## src/dcasic_pkg.sv

```systemverilog
package dcasic_pkg;

    // Bus widths
    localparam int CONF_ADDR_W = 32;
    localparam int CONF_DATA_W = 32;
    localparam int DVP_DATA_W  = 8;
    localparam int DBI_IF_D_W  = 8;

    // Region decode on address bits 31:29
    localparam int REGION_ID_W = 3;
    localparam int CONF_OFS_W  = CONF_ADDR_W - REGION_ID_W;
    localparam logic [REGION_ID_W-1:0] DSP_CONF_ID = 3'd1;    // 0x2000_0000
    localparam logic [REGION_ID_W-1:0] CAM_CONF_ID = 3'd2;    // 0x4000_0000

    // Byte offsets in the display region
    localparam logic [CONF_OFS_W-1:0] DSP_CTRL_OFS = 'h0;
    localparam logic [CONF_OFS_W-1:0] DSP_CMD_OFS  = 'h1;
    localparam int DSP_CTRL_W   = 3;
    localparam int DSP_EN_BIT   = 0;
    localparam int DSP_RESX_BIT = 1;
    localparam int DSP_BGR_BIT  = 2;

    // Word offsets in the camera region
    localparam logic [CONF_OFS_W-1:0] CAM_CTRL_OFS = 'h0;
    localparam logic [CONF_OFS_W-1:0] CAM_STAT_OFS = 'h4;
    localparam int CAM_EN_BIT   = 0;
    localparam int STAT_OVF_BIT = 0;
    localparam int PIX_CNT_W    = 16;    // Status bits 31:16

    localparam int PIX_FIFO_DEPTH = 4;
    localparam int PIX_PTR_W      = $clog2(PIX_FIFO_DEPTH);

    // DBI engine states with a low and a high phase per byte
    localparam int TX_ST_W = 3;
    localparam logic [TX_ST_W-1:0] TX_IDLE  = 3'd0;
    localparam logic [TX_ST_W-1:0] TX_CMD_L = 3'd1;
    localparam logic [TX_ST_W-1:0] TX_CMD_H = 3'd2;
    localparam logic [TX_ST_W-1:0] TX_HI_L  = 3'd3;
    localparam logic [TX_ST_W-1:0] TX_HI_H  = 3'd4;
    localparam logic [TX_ST_W-1:0] TX_LO_L  = 3'd5;
    localparam logic [TX_ST_W-1:0] TX_LO_H  = 3'd6;

    // RGB565 word seen as two bytes or as colour fields
    typedef union packed {
        struct packed {
            logic [DVP_DATA_W-1:0] hi;
            logic [DVP_DATA_W-1:0] lo;
        } b;
        struct packed {
            logic [4:0] red;
            logic [5:0] green;
            logic [4:0] blue;
        } c;
    } pixel_t;

endpackage

```

## src/cfg_regs.sv

```systemverilog
`timescale 1ns/1ps

module cfg_regs (
    input  logic                               sys_clk_i,
    input  logic                               rst_n_i,
    input  logic                               cfg_we_i,
    input  logic                               cfg_re_i,
    input  logic [dcasic_pkg::CONF_ADDR_W-1:0] cfg_addr_i,
    input  logic [dcasic_pkg::CONF_DATA_W-1:0] cfg_wdata_i,
    input  logic                               ovf_i,
    input  logic [dcasic_pkg::PIX_CNT_W-1:0]   pix_count_i,
    output logic [dcasic_pkg::CONF_DATA_W-1:0] cfg_rdata_o,
    output logic                               cfg_rvalid_o,
    output logic                               dsp_en_o,
    output logic                               dsp_bgr_o,
    output logic                               dsp_resx_o,
    output logic [dcasic_pkg::DBI_IF_D_W-1:0]  dsp_cmd_o,
    output logic                               cam_en_o,
    output logic                               stat_clr_o
);
    import dcasic_pkg::*;

    logic [REGION_ID_W-1:0] region;
    logic [CONF_OFS_W-1:0]  ofs;
    logic                   dsp_sel;
    logic                   cam_sel;
    logic [DSP_CTRL_W-1:0]  dsp_ctrl;
    logic                   cam_ctrl;
    logic [CONF_DATA_W-1:0] rdata_nxt;

    assign region  = cfg_addr_i[CONF_ADDR_W-1 -: REGION_ID_W];
    assign ofs     = cfg_addr_i[CONF_OFS_W-1:0];
    assign dsp_sel = (region == DSP_CONF_ID);
    assign cam_sel = (region == CAM_CONF_ID);

    always_ff @(posedge sys_clk_i or negedge rst_n_i) begin
        if (!rst_n_i) begin
            dsp_ctrl  <= '0;
            dsp_cmd_o <= '0;
            cam_ctrl  <= 1'b0;
        end else if (cfg_we_i) begin
            if (dsp_sel && ofs == DSP_CTRL_OFS)
                dsp_ctrl <= cfg_wdata_i[DSP_CTRL_W-1:0];
            if (dsp_sel && ofs == DSP_CMD_OFS)
                dsp_cmd_o <= cfg_wdata_i[DBI_IF_D_W-1:0];    // Low byte only
            if (cam_sel && ofs == CAM_CTRL_OFS)
                cam_ctrl <= cfg_wdata_i[CAM_EN_BIT];
        end
    end

    assign dsp_en_o   = dsp_ctrl[DSP_EN_BIT];
    assign dsp_resx_o = dsp_ctrl[DSP_RESX_BIT];
    assign dsp_bgr_o  = dsp_ctrl[DSP_BGR_BIT];
    assign cam_en_o   = cam_ctrl;

    // Capture block clears count and overflow on the same edge
    assign stat_clr_o = cfg_we_i && cam_sel && (ofs == CAM_STAT_OFS);

    always_comb begin
        rdata_nxt = '0;
        if (dsp_sel) begin
            if (ofs == DSP_CTRL_OFS)
                rdata_nxt[DSP_CTRL_W-1:0] = dsp_ctrl;
            else if (ofs == DSP_CMD_OFS)
                rdata_nxt[DBI_IF_D_W-1:0] = dsp_cmd_o;
        end else if (cam_sel) begin
            if (ofs == CAM_CTRL_OFS) begin
                rdata_nxt[CAM_EN_BIT] = cam_ctrl;
            end else if (ofs == CAM_STAT_OFS) begin
                rdata_nxt[CONF_DATA_W-1 -: PIX_CNT_W] = pix_count_i;
                rdata_nxt[STAT_OVF_BIT]               = ovf_i;
            end
        end
    end

    always_ff @(posedge sys_clk_i or negedge rst_n_i) begin
        if (!rst_n_i) begin
            cfg_rvalid_o <= 1'b0;
            cfg_rdata_o  <= '0;
        end else begin
            cfg_rvalid_o <= cfg_re_i;    // One cycle read latency
            if (cfg_re_i)
                cfg_rdata_o <= rdata_nxt;
        end
    end

endmodule

```

## src/dbi_tx_engine.sv

```systemverilog
`timescale 1ns/1ps

module dbi_tx_engine (
    input  logic                              sys_clk_i,
    input  logic                              rst_n_i,
    input  logic                              pix_valid_i,
    input  dcasic_pkg::pixel_t                pix_data_i,
    input  logic                              pix_first_i,
    input  logic                              dsp_en_i,
    input  logic                              dsp_bgr_i,
    input  logic [dcasic_pkg::DBI_IF_D_W-1:0] dsp_cmd_i,
    output logic                              pix_full_o,
    output logic                              dbi_dcx_o,
    output logic                              dbi_csx_o,
    output logic                              dbi_wrx_o,
    output logic [dcasic_pkg::DBI_IF_D_W-1:0] dbi_d_o
);
    import dcasic_pkg::*;

    logic [TX_ST_W-1:0] state;
    pixel_t             pop_data;
    pixel_t             pix_sw;
    pixel_t             pix_q;
    logic               pop_first;
    logic               fifo_empty;
    logic               start;

    pixel_fifo u_fifo (
        .sys_clk_i    (sys_clk_i),
        .rst_n_i      (rst_n_i),
        .push_i       (pix_valid_i),
        .push_data_i  (pix_data_i),
        .push_first_i (pix_first_i),
        .pop_i        (start),
        .pop_data_o   (pop_data),
        .pop_first_o  (pop_first),
        .empty_o      (fifo_empty),
        .full_o       (pix_full_o)
    );

    always_comb begin
        pix_sw = pop_data;
        if (dsp_bgr_i) begin
            pix_sw.c.red  = pop_data.c.blue;
            pix_sw.c.blue = pop_data.c.red;
        end
    end

    // Next pixel may start from idle or straight after the lo byte
    assign start = dsp_en_i && !fifo_empty && (state == TX_IDLE || state == TX_LO_H);

    always_ff @(posedge sys_clk_i or negedge rst_n_i) begin
        if (!rst_n_i) begin
            state     <= TX_IDLE;
            dbi_csx_o <= 1'b1;
            dbi_wrx_o <= 1'b1;
            dbi_dcx_o <= 1'b1;
        end else begin
            case (state)
                TX_IDLE, TX_LO_H: begin
                    if (start) begin
                        dbi_csx_o <= 1'b0;
                        dbi_wrx_o <= 1'b0;
                        dbi_dcx_o <= !pop_first;    // Command byte first
                        state     <= pop_first ? TX_CMD_L : TX_HI_L;
                    end else begin
                        dbi_csx_o <= 1'b1;    // Burst over
                        dbi_dcx_o <= 1'b1;
                        state     <= TX_IDLE;
                    end
                end
                TX_CMD_L: begin
                    dbi_wrx_o <= 1'b1;
                    state     <= TX_CMD_H;
                end
                TX_CMD_H: begin
                    dbi_wrx_o <= 1'b0;
                    dbi_dcx_o <= 1'b1;
                    state     <= TX_HI_L;
                end
                TX_HI_L: begin
                    dbi_wrx_o <= 1'b1;
                    state     <= TX_HI_H;
                end
                TX_HI_H: begin
                    dbi_wrx_o <= 1'b0;
                    state     <= TX_LO_L;
                end
                TX_LO_L: begin
                    dbi_wrx_o <= 1'b1;
                    state     <= TX_LO_H;
                end
                default: state <= TX_IDLE;
            endcase
        end
    end

    // Data held over both phases of a byte
    always_ff @(posedge sys_clk_i) begin
        if (start) begin
            pix_q   <= pix_sw;
            dbi_d_o <= pop_first ? dsp_cmd_i : pix_sw.b.hi;
        end else if (state == TX_CMD_H) begin
            dbi_d_o <= pix_q.b.hi;
        end else if (state == TX_HI_H) begin
            dbi_d_o <= pix_q.b.lo;
        end
    end

endmodule

```

## src/dcasic_lite.sv

```systemverilog
`timescale 1ns/1ps

module dcasic_lite (
    input  logic                               sys_clk_i,
    input  logic                               rst_n_i,
    // Configuration port
    input  logic                               cfg_we_i,
    input  logic                               cfg_re_i,
    input  logic [dcasic_pkg::CONF_ADDR_W-1:0] cfg_addr_i,
    input  logic [dcasic_pkg::CONF_DATA_W-1:0] cfg_wdata_i,
    output logic [dcasic_pkg::CONF_DATA_W-1:0] cfg_rdata_o,
    output logic                               cfg_rvalid_o,
    // Camera RX
    input  logic [dcasic_pkg::DVP_DATA_W-1:0]  dvp_d_i,
    input  logic                               dvp_href_i,
    input  logic                               dvp_vsync_i,
    // Display TX
    output logic                               dbi_dcx_o,
    output logic                               dbi_csx_o,
    output logic                               dbi_resx_o,
    output logic                               dbi_rdx_o,
    output logic                               dbi_wrx_o,
    output logic [dcasic_pkg::DBI_IF_D_W-1:0]  dbi_d_o
);
    import dcasic_pkg::*;

    logic                  dsp_en;
    logic                  dsp_bgr;
    logic [DBI_IF_D_W-1:0] dsp_cmd;
    logic                  cam_en;
    logic                  stat_clr;
    logic                  ovf;
    logic [PIX_CNT_W-1:0]  pix_count;
    logic                  pix_valid;
    pixel_t                pix_data;
    logic                  pix_first;
    logic                  pix_full;

    assign dbi_rdx_o = 1'b1;    // Write-only display bus

    cfg_regs u_cfg_regs (
        .sys_clk_i    (sys_clk_i),
        .rst_n_i      (rst_n_i),
        .cfg_we_i     (cfg_we_i),
        .cfg_re_i     (cfg_re_i),
        .cfg_addr_i   (cfg_addr_i),
        .cfg_wdata_i  (cfg_wdata_i),
        .ovf_i        (ovf),
        .pix_count_i  (pix_count),
        .cfg_rdata_o  (cfg_rdata_o),
        .cfg_rvalid_o (cfg_rvalid_o),
        .dsp_en_o     (dsp_en),
        .dsp_bgr_o    (dsp_bgr),
        .dsp_resx_o   (dbi_resx_o),
        .dsp_cmd_o    (dsp_cmd),
        .cam_en_o     (cam_en),
        .stat_clr_o   (stat_clr)
    );

    dvp_capture u_dvp_capture (
        .sys_clk_i   (sys_clk_i),
        .rst_n_i     (rst_n_i),
        .dvp_d_i     (dvp_d_i),
        .dvp_href_i  (dvp_href_i),
        .dvp_vsync_i (dvp_vsync_i),
        .cam_en_i    (cam_en),
        .stat_clr_i  (stat_clr),
        .pix_full_i  (pix_full),
        .pix_valid_o (pix_valid),
        .pix_data_o  (pix_data),
        .pix_first_o (pix_first),
        .ovf_o       (ovf),
        .pix_count_o (pix_count)
    );

    dbi_tx_engine u_dbi_tx_engine (
        .sys_clk_i   (sys_clk_i),
        .rst_n_i     (rst_n_i),
        .pix_valid_i (pix_valid),
        .pix_data_i  (pix_data),
        .pix_first_i (pix_first),
        .dsp_en_i    (dsp_en),
        .dsp_bgr_i   (dsp_bgr),
        .dsp_cmd_i   (dsp_cmd),
        .pix_full_o  (pix_full),
        .dbi_dcx_o   (dbi_dcx_o),
        .dbi_csx_o   (dbi_csx_o),
        .dbi_wrx_o   (dbi_wrx_o),
        .dbi_d_o     (dbi_d_o)
    );

endmodule

```

## src/dvp_capture.sv

```systemverilog
`timescale 1ns/1ps

module dvp_capture (
    input  logic                              sys_clk_i,
    input  logic                              rst_n_i,
    input  logic [dcasic_pkg::DVP_DATA_W-1:0] dvp_d_i,
    input  logic                              dvp_href_i,
    input  logic                              dvp_vsync_i,
    input  logic                              cam_en_i,
    input  logic                              stat_clr_i,
    input  logic                              pix_full_i,
    output logic                              pix_valid_o,
    output dcasic_pkg::pixel_t                pix_data_o,
    output logic                              pix_first_o,
    output logic                              ovf_o,
    output logic [dcasic_pkg::PIX_CNT_W-1:0]  pix_count_o
);
    import dcasic_pkg::*;

    logic                  vsync_q;
    logic                  vs_rise;
    logic                  take;
    logic                  byte_sel;    // High once the hi byte is held
    logic                  first_pend;
    logic [DVP_DATA_W-1:0] hi_q;

    assign vs_rise = dvp_vsync_i && !vsync_q;
    assign take    = cam_en_i && dvp_href_i && !vs_rise;

    always_ff @(posedge sys_clk_i or negedge rst_n_i) begin
        if (!rst_n_i) begin
            vsync_q     <= 1'b0;
            byte_sel    <= 1'b0;
            first_pend  <= 1'b0;
            pix_valid_o <= 1'b0;
            pix_first_o <= 1'b0;
        end else begin
            vsync_q     <= dvp_vsync_i;
            pix_valid_o <= 1'b0;
            if (vs_rise) begin
                byte_sel   <= 1'b0;    // Restart pairing
                first_pend <= 1'b1;
            end else if (take) begin
                byte_sel <= !byte_sel;
                if (byte_sel) begin
                    pix_valid_o <= 1'b1;
                    pix_first_o <= first_pend;
                    first_pend  <= 1'b0;
                end
            end
        end
    end

    always_ff @(posedge sys_clk_i) begin
        if (take) begin
            if (!byte_sel) begin
                hi_q <= dvp_d_i;
            end else begin
                pix_data_o.b.hi <= hi_q;
                pix_data_o.b.lo <= dvp_d_i;
            end
        end
    end

    // Status seen by the register block
    always_ff @(posedge sys_clk_i or negedge rst_n_i) begin
        if (!rst_n_i) begin
            pix_count_o <= '0;
            ovf_o       <= 1'b0;
        end else begin
            if (stat_clr_i || vs_rise)
                pix_count_o <= '0;
            else if (pix_valid_o)
                pix_count_o <= pix_count_o + 1'b1;

            if (stat_clr_i)
                ovf_o <= 1'b0;
            else if (pix_valid_o && pix_full_i)
                ovf_o <= 1'b1;    // Sticky once a pixel is lost
        end
    end

endmodule

```

## src/pixel_fifo.sv

```systemverilog
`timescale 1ns/1ps

module pixel_fifo (
    input  logic               sys_clk_i,
    input  logic               rst_n_i,
    input  logic               push_i,
    input  dcasic_pkg::pixel_t push_data_i,
    input  logic               push_first_i,
    input  logic               pop_i,
    output dcasic_pkg::pixel_t pop_data_o,
    output logic               pop_first_o,
    output logic               empty_o,
    output logic               full_o
);
    import dcasic_pkg::*;

    pixel_t               mem   [PIX_FIFO_DEPTH];
    logic                 first [PIX_FIFO_DEPTH];
    logic [PIX_PTR_W-1:0] wr_ptr;
    logic [PIX_PTR_W-1:0] rd_ptr;
    logic [PIX_PTR_W:0]   count;
    logic                 do_push;
    logic                 do_pop;

    assign empty_o = (count == '0);
    assign full_o  = (count == PIX_FIFO_DEPTH);
    assign do_push = push_i && !full_o;    // Dropped when full
    assign do_pop  = pop_i && !empty_o;

    always_ff @(posedge sys_clk_i) begin
        if (do_push) begin
            mem[wr_ptr]   <= push_data_i;
            first[wr_ptr] <= push_first_i;
        end
    end

    always_ff @(posedge sys_clk_i or negedge rst_n_i) begin
        if (!rst_n_i) begin
            wr_ptr <= '0;
            rd_ptr <= '0;
            count  <= '0;
        end else begin
            if (do_push)
                wr_ptr <= wr_ptr + 1'b1;
            if (do_pop)
                rd_ptr <= rd_ptr + 1'b1;
            count <= count + do_push - do_pop;
        end
    end

    // Show-ahead read
    assign pop_data_o  = mem[rd_ptr];
    assign pop_first_o = first[rd_ptr];

endmodule

```

## config.mk

```make
export PLATFORM = sky130hd
export DESIGN_NAME = dcasic_lite
export DESIGN_NICKNAME = d
export VERILOG_FILES = /design/src/dcasic_pkg.sv /design/src/cfg_regs.sv /design/src/dbi_tx_engine.sv /design/src/dcasic_lite.sv /design/src/dvp_capture.sv /design/src/pixel_fifo.sv
export SDC_FILE = /design/constraint.sdc
export NUM_CORES = 1
export LEC_CHECK = 0
export ABC_CLOCK_PERIOD_IN_PS = 3500
export BUFFER_PORTS_ARGS = -buffer_cell sky130_fd_sc_hd__buf_4
export CAP_MARGIN = 15
export CORE_MARGIN = 2
export CORE_UTILIZATION = 30
export DETAILED_ROUTE_END_ITERATION = 16
export GPL_ROUTABILITY_DRIVEN = 0
export PLACE_DENSITY_LB_ADDON = 0.05
export SLEW_MARGIN = 30
export SYNTH_ARGS = -nofsm -noshare
export SYNTH_HDL_FRONTEND = slang
export SYNTH_SLANG_ARGS = --single-unit
export TNS_END_PERCENT = 1
```

## constraint.sdc

```tcl
create_clock -name sys_clk_i -period 3.5 [get_ports sys_clk_i]
set_clock_uncertainty 0.15 [all_clocks]
set_input_delay 0.175 -clock sys_clk_i [delete_from_list [all_inputs] [get_ports sys_clk_i]]
set_output_delay 0.175 -clock sys_clk_i [all_outputs]
set_load 0.02 [all_outputs]
```

# After elaboration in Yosys (flattened, before gate mapping)
# Memories as Yosys holds them, arrays and structs flattened.
# Index checks and enable logic that the tools add are counted.
op_classes:
  n_bitwise: 2
  n_reduce_logical: 42
  n_mux: 40
  add_sub_neg: 5
  n_eq_ne: 12
ops:
  columns: ["operator", "n"]
  rows:
  - ["2-to-1 mux 16 bit", 6]
  - ["2-to-1 mux 8 bit", 5]
  - ["equality test 29 x 1 -> 1 bit (second input constant)", 1]
  - ["equality test 29 x 3 -> 1 bit (second input constant)", 1]
  - ["zero test 29 bit", 1]
  - ["2-to-1 mux 1 bit", 19]
  - ["case mux 3 bit (6 select lines)", 1]
  - ["adder 16 x 1 -> 16 bit (second input constant)", 1]
  - ["2-to-1 mux 5 bit", 3]
  - ["AND reduction 2 bit", 7]
  - ["logical AND 1 bit", 13]
  - ["equality test 3 bit (second input constant)", 4]
  - ["nonzero test 2 bit", 5]
  - ["equality test 3 x 2 -> 1 bit (second input constant)", 3]
  - ["2-to-1 mux 7 bit", 1]
  - ["equality test 3 x 1 -> 1 bit (second input constant)", 2]
  - ["zero test 1 bit", 6]
  - ["zero test 3 bit", 2]
  - ["2-to-1 mux 3 bit", 2]
  - ["nonzero test 3 bit", 2]
  - ["adder 2 x 1 -> 2 bit (second input constant)", 2]
  - ["OR reduction 2 bit", 2]
  - ["adder 3 x 1 -> 3 bit", 1]
  - ["case mux 1 bit (3 select lines)", 1]
  - ["other kinds (8)", 10]
word_totals:
  in_bits: 78
  ramBits: 68
  elab_cells: 126
  out_inout_bits: 46
  mem_count: 2
  ff_bits: 120
mem_list:
  columns: ["name", "depth", "word_bits", "rd", "rd_ports_with_merged_regs", "wr", "line_no", "rtl"]
  rows:
  - ["u_dbi_tx_engine.u_fifo.mem", 4, 16, 1, 0, 1, "pixel_fifo.sv:17", "pixel_t mem [PIX_FIFO_DEPTH];"]
  - ["u_dbi_tx_engine.u_fifo.first", 4, 1, 1, 0, 1, "pixel_fifo.sv:18", "logic first [PIX_FIFO_DEPTH];"]

# Logic depth before layout (Yosys ltp)
# Gate-level depths: netlist of the first run.
logic_depth:
  depth_word: 6
  depth_mapped: 12
  mapped_depth_nobuf: 9

# Cells and area by module
# From an unflattened synthesis of the first run, not the netlist that was laid out.
hier_totals:
  hier_cells: 491
  area_unflattened_um2: 7948.9
modules_own_cells:
  columns: ["mod", "n_inst", "seq_area_each_um2", "area_per_inst_um2", "cells_per_inst"]
  rows:
  - ["pixel_fifo", 1, 2217.1, 2969.1, 130]
  - ["dvp_capture", 1, 1271.2, 1801.7, 129]
  - ["cfg_regs", 1, 925.9, 1690.4, 133]
  - ["dbi_tx_engine", 1, 874.6, 1476.4, 97]
  - ["dcasic_lite", 1, 0.0, 11.3, 2]

# Least setup slack after synthesis of the first run
# OpenSTA, ideal clock, no wires.
synth_path:
  path_type: "register -> register"
  start: "reg u_dbi_tx_engine.u_fifo.count[1]"
  end: "reg u_dbi_tx_engine.u_fifo.count[2]"
  arrival_ns: 2.599
  setup_ns: 0.123
  required_ns: 3.227
  path_slack_ns: 0.628
  path_buffers: 2
  path_stages_with_launch: 12
  cell_sequence: "dfrtp_1 -> o31ai_1 -> or3_1 -> clkbuf_1 -> buf_2 -> inv_1 -> ha_1 -> inv_1 -> ha_1 -> fa_1 -> xnor2_1 -> xnor2_1"
synth_between:
  elab_chain_len: 6
  word_cells_on_any_way: 10
  cone_classes: "add/sub: 2; eq/ne: 1; reduce/logical: 7"
synth_lines:
  columns: ["element", "line_no", "rtl"]
  rows:
  - ["start: declaration", "pixel_fifo.sv:21", "logic [PIX_PTR_W:0] count;"]
  - ["start signal: assignment", "pixel_fifo.sv:47", "count <= count + do_push - do_pop;"]
  - ["zero test 3 bit (*)", "pixel_fifo.sv:25", "assign empty_o = (count == '0);"]
  - ["zero test 1 bit (*)", "dbi_tx_engine.sv:50, pixel_fifo.sv:28", null]
  - ["logical AND 1 bit (2 in a row)", "dbi_tx_engine.sv:50", "assign start = dsp_en_i && !fifo_empty && (state == TX_IDLE || state == TX_LO_H);"]
  - ["logical AND 1 bit (*)", "pixel_fifo.sv:28", "assign do_pop = pop_i && !empty_o;"]
  - ["via u_dbi_tx_engine.u_fifo.do_pop", "pixel_fifo.sv:23", "logic do_pop;"]
  - ["subtractor 3 x 1 -> 3 bit (*)", "pixel_fifo.sv:47", null]
# Mark *: on every way through the listed nets, which the timed path passes. The rest lies on a longest branch.
# A chain may end at the register's enable or synchronous reset.

# Final worst setup path of the first run
layout_path:
  start: "reg u_dvp_capture.pix_valid_o"
  end: "reg u_dbi_tx_engine.u_fifo.count[2]"
layout_between:
  elab_chain_len: 3
layout_lines:
  columns: ["element", "line_no", "rtl"]
  rows:
  - ["start: declaration", "dvp_capture.sv:12", "output logic pix_valid_o,"]
  - ["start signal: assignment", "dvp_capture.sv:35", "pix_valid_o <= 1'b0;"]
  - ["start signal: assignment", "dvp_capture.sv:39", "pix_valid_o <= 1'b0;"]
  - ["start signal: assignment", "dvp_capture.sv:46", "pix_valid_o <= 1'b1;"]
  - ["logical AND 1 bit", "pixel_fifo.sv:27", "assign do_push = push_i && !full_o;"]
  - ["adder 3 x 1 -> 3 bit", "pixel_fifo.sv:47", null]
  - ["subtractor 3 x 1 -> 3 bit", "pixel_fifo.sv:47", null]
# No other way between the ends.

==> reports/results.ini, run 1 <==
[outcome]
status=finished, final reports clean

[critical_path]
critical_path_class=reg -> reg
critPathTopFamily=adder cells
slowest_delay_ns=0.54
path_cells=a21boi_1 > inv_1 > ha_1 > inv_1 > ha_1 > fa_1 > xnor2_1 > xnor2_1
start_kind=flop
crit_slowest_cell=dfrtp_1
cp.arrival_ns=2.79
end_kind=flop
cp.required_ns=3.70
path_buf_inv=2
cp_max_fo=9

[power_and_ir_drop]
swShare=0.209
p_per_area_nw_per_um2=452
power_frac_comb=0.027
intPower_uw=3450
p_leak_uw=0.00371
p_seq_frac=0.536
switchingPower_uw=914
ir_worst_vdd_v=0.000248
p_clk_frac=0.437

[route]
drc_errors=0
antenna_left=0
routedWlPerCell_um=17.4
wirelength_um=17000
drt_iter0_markers=303
num_vias=4608
drt-pass1-iter-count=6
vias_per_cell=4.70

[timing]
period_share=0.740
hold_violations=0
maxSlewViolCount=0
period_needed_ns=2.59
setup-tns-final_ns=0
slew-limit-headroom=0.431
setup_viol=0
worst_pin_slew_ns=0.853
rsz0062_at_grt=no
fmax_ghz=0.386

[clock_network]
path_clk_slew_ns=0.07
cts_resized=0
h-tree-depth=4
cts_tree=built
clkLatencyLatePin_ns=0.43
post-cts-setup-buffer-count=0
cts_buffer_depth=2
root_buffer=clkbuf_16
hold_buffers=20
clkSinkCount=188
cts_buffers=17

[synthesis]
synthCells=517
avgSynthCellArea_sq_um=15.0
ys.warnings.count=0
synth_cell_type_count=53
synth-seq-area-share=0.681
synth_ff_type=edfxtp_1
synth_area_sq_um=7770
synth-edff-count=116
async_flop_share=0.383
synth_seq_cells=188

[layout]
final_common_cell=edfxtp_1
fin_util=0.381
n_antenna_cell=0
synthToLayoutAreaGrowth_pct=24.3
final_area_sq_um=9650
layout_common_cells=edfxtp_1 (116), buf_4 (105), dfrtp_1 (69), mux2i_1 (27)
final_nets=724
drive_gt1_frac=0.281

[grt]
grt.total_usage=0.130
grt_pass1_vias=4613
antenna_found_initial=0
grt_max_degree=73
grt_pass1_wl_um=26500
grt_overflow_total=0

[run]
maxCapViolations=0

[placement]
port_buffers=90
dpl_cell_area_sq_um=8840
post-dp-hpwl_um=11900

[hold_path]
min_path_type=in -> reg

[floorplan]
core-area_sq_um=25300
start_util=0.307
rows=58
die-height_um=165
die_area_sq_um=27200
fp.dieW_um=165
io_pins=124

through the flow:
stage                     worst slack (ns)  std cells  power [uW]  hold WS, ns
after floorplan                      0.628        524        2420       -0.271
after global routing                 0.671        981        4540       0.0394
after global placement               0.963        928        2480        0.145
after detailed placement             0.900        928        2490        0.151
after CTS                            0.878        980        4430      0.00188
final                                0.911        981        4370    0.0000789
worst paths after layout:
kind,start,slack [ns],end,depth (start not counted)
min reg2reg,u_dvp_capture.hi_q[1]$_DFFE_PP_,0.27,u_dvp_capture.pix_data_o[9]$_DFFE_PP_,0
max in group asynchronous,rst_n_i,2.53,u_dvp_capture.byte_sel$_DFFE_PN0P_,2
min in group asynchronous,rst_n_i,0.17,u_dbi_tx_engine.state[2]$_DFF_PN0_,2
min,dvp_href_i,0.00008,u_dvp_capture.pix_valid_o$_DFF_PN0_,3
max,u_dvp_capture.pix_valid_o$_DFF_PN0_,0.91,u_dbi_tx_engine.u_fifo.count[2]$_DFF_PN0_,8
max reg2reg,u_dvp_capture.pix_valid_o$_DFF_PN0_,0.91,u_dbi_tx_engine.u_fifo.count[2]$_DFF_PN0_,8
power groups by stage:
stage	clock, uW	combinational (uW)	sequential [uW]
finish	1910	116	2340
CTS	1980	118	2340
global placement	0	98.1	2390
detailed placement	0	100	2390
global route	2080	128	2340
floorplan	0	32.1	2390
area by class of cell:
type                       instances  area (sq um)
fill                            2386         15700
sequential                       188          5290
multi-input combinational        290          2300
timing repair buffer             126          1000
clock buffer                      21           503
tap                              330           413
clock inverter                    11          91.3
inverter                          15          56.3
state kept, by name (all words and copies together), names as in the netlist, 3 cells and up:
| signal | count |
|---|---|
| u_cfg_regs.dsp_ctrl | 3 |
| u_dvp_capture.pix_count_o | 16 |
| u_cfg_regs.cfg_rdata_o | 24 |
| u_dbi_tx_engine.u_fifo.mem | 64 |
| u_dbi_tx_engine.pix_q | 16 |
| u_dbi_tx_engine.u_fifo.count | 3 |
| u_dvp_capture.hi_q | 8 |
| u_dbi_tx_engine.dbi_d_o | 8 |
| u_dvp_capture.pix_data_o | 16 |
| u_dbi_tx_engine.state | 3 |
| u_cfg_regs.dsp_cmd_o | 8 |
| u_dbi_tx_engine.u_fifo.first | 4 |
kinds of logic (layout without fill, tap and decap cells):
logic type | count (synthesis) | count (layout) | share of synthesized area
DFF | 188 | 188 | 0.681
and+or+nand+nor | 115 | 115 | 0.0875
AOI/OAI and AO/OA | 79 | 79 | 0.0748
muxes | 59 | 59 | 0.0913
buffers and inverters | 46 | 173 | 0.0280
xor gates and xnor gates | 20 | 20 | 0.0226
adders and majority gates | 8 | 8 | 0.0139
other | 2 | 9 | 0.000967
per-layer routing:
| layer | GRT usage | part of all wire | up-vias |
|---|---|---|---|
| li1 | - | - | 2200 |
| met2 | 0.200 | 0.46 | 87 |
| met5 | 0 | 0 | - |
| met1 | 0.186 | 0.49 | 2310 |
| met4 | 0.0383 | 0.0089 | 0 |
| met3 | 0.0259 | 0.038 | 11 |
worst reg2reg max path, cell delays in order (launching register included):
cell and delay (ns):
dfrtp_1 0.54, a21boi_1 0.51, inv_1 0.09, ha_1 0.29, inv_1 0.03, ha_1 0.19, fa_1 0.38, xnor2_1 0.19
xnor2_1 0.14
Yosys cell counts, types with 8 or more instances:
| cell type | count | share of area |
|---|---|---|
| o21ai_0 | 12 | 0.0077 |
| a22o_1 | 19 | 0.021 |
| nand4_1 | 8 | 0.0064 |
| buf_4 | 10 | 0.0097 |
| mux2i_1 | 27 | 0.035 |
| nor3_1 | 19 | 0.012 |
| a21oi_1 | 9 | 0.0058 |
| edfxtp_1 | 116 | 0.45 |
| dfrtp_1 | 69 | 0.22 |
| nand2_1 | 25 | 0.012 |
| xor2_1 | 10 | 0.011 |
| nor2b_1 | 10 | 0.0081 |
| xnor2_1 | 10 | 0.011 |
| nor2_1 | 9 | 0.0043 |
| clkbuf_1 | 15 | 0.0072 |
| mux2_2 | 25 | 0.036 |
| inv_1 | 14 | 0.0068 |
Power figures use the tool's default switching activity.
==> run 2: changes to the inputs <==
- ABC_CLOCK_PERIOD_IN_PS: 3500 -> 2500
- clock period: 3.5 -> 2.5 ns (I/O delays scaled with it)
==> run 2 against run 1 <==
  * Final cell count grew 1.1%
  * Via count increased by 2.6%
  * Clock power rose by 38%
  * Largest cell class unchanged
  * Flip-flop and latch count stayed put
  * Count of clock-buffer cells in the layout shrank 1
  * Register-to-register slack got worse by 0.73 ns
  * Maximum frequency up 12%
  * Non-clock buffer count up 11
==> reports/results.ini, run 2 (synthesis gave the netlist of run 1 again) <==
[outcome]
status=finished, final reports clean  ; unchanged

[route]
vias_per_cell=4.77  ; was 4.70
num_vias=4729  ; was 4,608
drc_errors=0  ; unchanged
antenna_left=0  ; unchanged
wirelength_um=17200  ; was 17,000 um
drt-pass1-iter-count=4  ; was 6
drt_iter0_markers=221  ; was 303
routedWlPerCell_um=17.3  ; was 17.4 um

[timing]
setup_viol=0  ; unchanged
fmax_ghz=0.431  ; was 0.386 GHz
slew-limit-headroom=0.419  ; was 0.431
fin_ws_ns=0.181  ; was 0.911 ns
period_needed_ns=2.32  ; was 2.59 ns
rsz0062_at_grt=no  ; unchanged
period_share=0.928  ; was 0.740
whs_ns=0.0620  ; was 0.0000789 ns
worst_pin_slew_ns=0.871  ; was 0.853 ns
maxSlewViolCount=0  ; unchanged
hold_violations=0  ; unchanged

[clock_network]
cts_buffer_depth=2  ; unchanged
cts_resized=0  ; unchanged
root_buffer=clkbuf_16  ; unchanged
clkLatencyLatePin_ns=0.43  ; about the same
cts_tree=built  ; unchanged
hold_buffers=21  ; was 20
post-cts-setup-buffer-count=0  ; unchanged
path_clk_slew_ns=0.07  ; about the same
h-tree-depth=4  ; unchanged
clkSinkCount=188  ; unchanged
cts_buffers=17  ; unchanged

[grt]
grt_overflow_total=0  ; unchanged
antenna_found_initial=0  ; unchanged
grt_pass1_wl_um=26700  ; was 26,500 um
grt_max_degree=73  ; unchanged
grt.total_usage=0.131  ; was 0.130
grt_pass1_vias=4646  ; was 4,613

[critical_path]
cp.required_ns=2.66  ; was 3.70 ns
start_kind=flop  ; unchanged
critical_path_class=reg -> reg  ; unchanged
cp_max_fo=6  ; was 9
cp.arrival_ns=2.48  ; was 2.79 ns
end_kind=flop  ; unchanged

[floorplan]
io_pins=124  ; unchanged
die-height_um=165  ; unchanged
rows=58  ; unchanged
die_area_sq_um=27200  ; unchanged
start_util=0.307  ; unchanged
core-area_sq_um=25300  ; unchanged
fp.dieW_um=165  ; unchanged

[power_and_ir_drop]
p_seq_frac=0.538  ; was 0.536
intPower_uw=4740  ; was 3450 uW
p_clk_frac=0.435  ; was 0.437
swShare=0.221  ; was 0.209
p_per_area_nw_per_um2=625  ; was 452 nW/um^2
switchingPower_uw=1340  ; was 914 uW
ir_worst_vdd_v=0.000311  ; was 0.000248 V
power_frac_comb=0.027  ; about the same
p_leak_uw=0.00375  ; was 0.00371 uW
total_power_uw=6090  ; was 4370 uW

[layout]
top_regs=u_dbi_tx_engine.u_fifo.mem (64), u_cfg_regs.cfg_rdata_o (24)  ; unchanged
largest_register_ffs=64  ; unchanged
final_common_cell=edfxtp_1  ; unchanged
layout_common_cells=edfxtp_1 (116), buf_4 (115), dfrtp_1 (69), mux2i_1 (27)  ; was edfxtp_1 (116), buf_4 (105), dfrtp_1 (69), mux2i_1 (27)
n_antenna_cell=0  ; unchanged
top_register=u_dbi_tx_engine.u_fifo.mem  ; unchanged
synthToLayoutAreaGrowth_pct=25.4  ; was 24.3%
final_nets=735  ; was 724
fin_util=0.384  ; was 0.381
drive_gt1_frac=0.292  ; was 0.281
fill_cells=2389  ; was 2,386
final_area_sq_um=9740  ; was 9650 sq um

[placement]
port_buffers=90  ; unchanged
post-dp-hpwl_um=11900  ; about the same
dpl_cell_area_sq_um=8950  ; was 8840 sq um
dp_slack_ns=0.195  ; was 0.900 ns

[hold_path]
min_path_type=in -> reg  ; unchanged

[run]
maxCapViolations=0  ; unchanged

[run 2: cell type report]
cell class	instances	area, sq um	area share
Clock buffer	20	457	0.0469
Clock inverter	12	121	0.0125
Inverter	15	56.3	0.00578
Multi-Input combinational cell	290	2310	0.237
Sequential cell	188	5290	0.543
Tap cell	330	413	0.0424
Timing Repair Buffer	137	1090	0.112
[run 2: power groups by stage]
stage / clock network (uW) / registers, uW / logic (uW)
2_1_floorplan: 0 / 3340 / 45.1
3_3_place_gp: 0 / 3340 / 141
3_5_place_dp: 0 / 3340 / 144
4_1_cts: 2750 / 3270 / 171
5_1_grt: 2870 / 3270 / 185
6_report: 2640 / 3270 / 167
[run 2: worst max-delay path, cell delays in order, from the launching register on]
cell     delay, ns
dfrtp_1       0.45
xor2_1        0.21
or3_1         0.39
inv_1         0.08
ha_1          0.11
inv_1         0.04
ha_1          0.18
fa_2          0.34
xnor2_1       0.14
xnor2_1       0.13
[run 2: worst paths after layout]
path,from,end,slack (ns),depth (start not counted)
worst min register to register,u_dvp_capture.hi_q[2]$_DFFE_PP_,u_dvp_capture.pix_data_o[10]$_DFFE_PP_,0.27,0
worst max register to register,u_dbi_tx_engine.state[1]$_DFF_PN0_,u_dbi_tx_engine.u_fifo.count[2]$_DFF_PN0_,0.18,9
min in group asynchronous,rst_n_i,u_cfg_regs.dsp_cmd_o[6]$_DFFE_PN0P_,0.10,3
worst min-delay path,cfg_addr_i[30],u_cfg_regs.dsp_ctrl[2]$_DFFE_PN0P_,0.06,4
worst max-delay path,u_dbi_tx_engine.state[1]$_DFF_PN0_,u_dbi_tx_engine.u_fifo.count[2]$_DFF_PN0_,0.18,9
max in group asynchronous,rst_n_i,u_dbi_tx_engine.u_fifo.wr_ptr[0]$_DFFE_PN0P_,1.75,3
[run 2: layer usage]
| metal | part of all wire | track usage |
|---|---|---|
| met4 | 0.012 | 0.0372 |
| met3 | 0.033 | 0.0304 |
| met5 | 0 | 0 |
| met1 | 0.49 | 0.188 |
| met2 | 0.46 | 0.199 |
[run 2: metrics by stage]
step | instances | setup TNS, ns
3_3_place_gp | 939 | 0
5_1_grt | 992 | 0
2_1_floorplan | 524 | -0.0110
3_5_place_dp | 939 | 0
4_1_cts | 992 | 0
6_report | 992 | 0
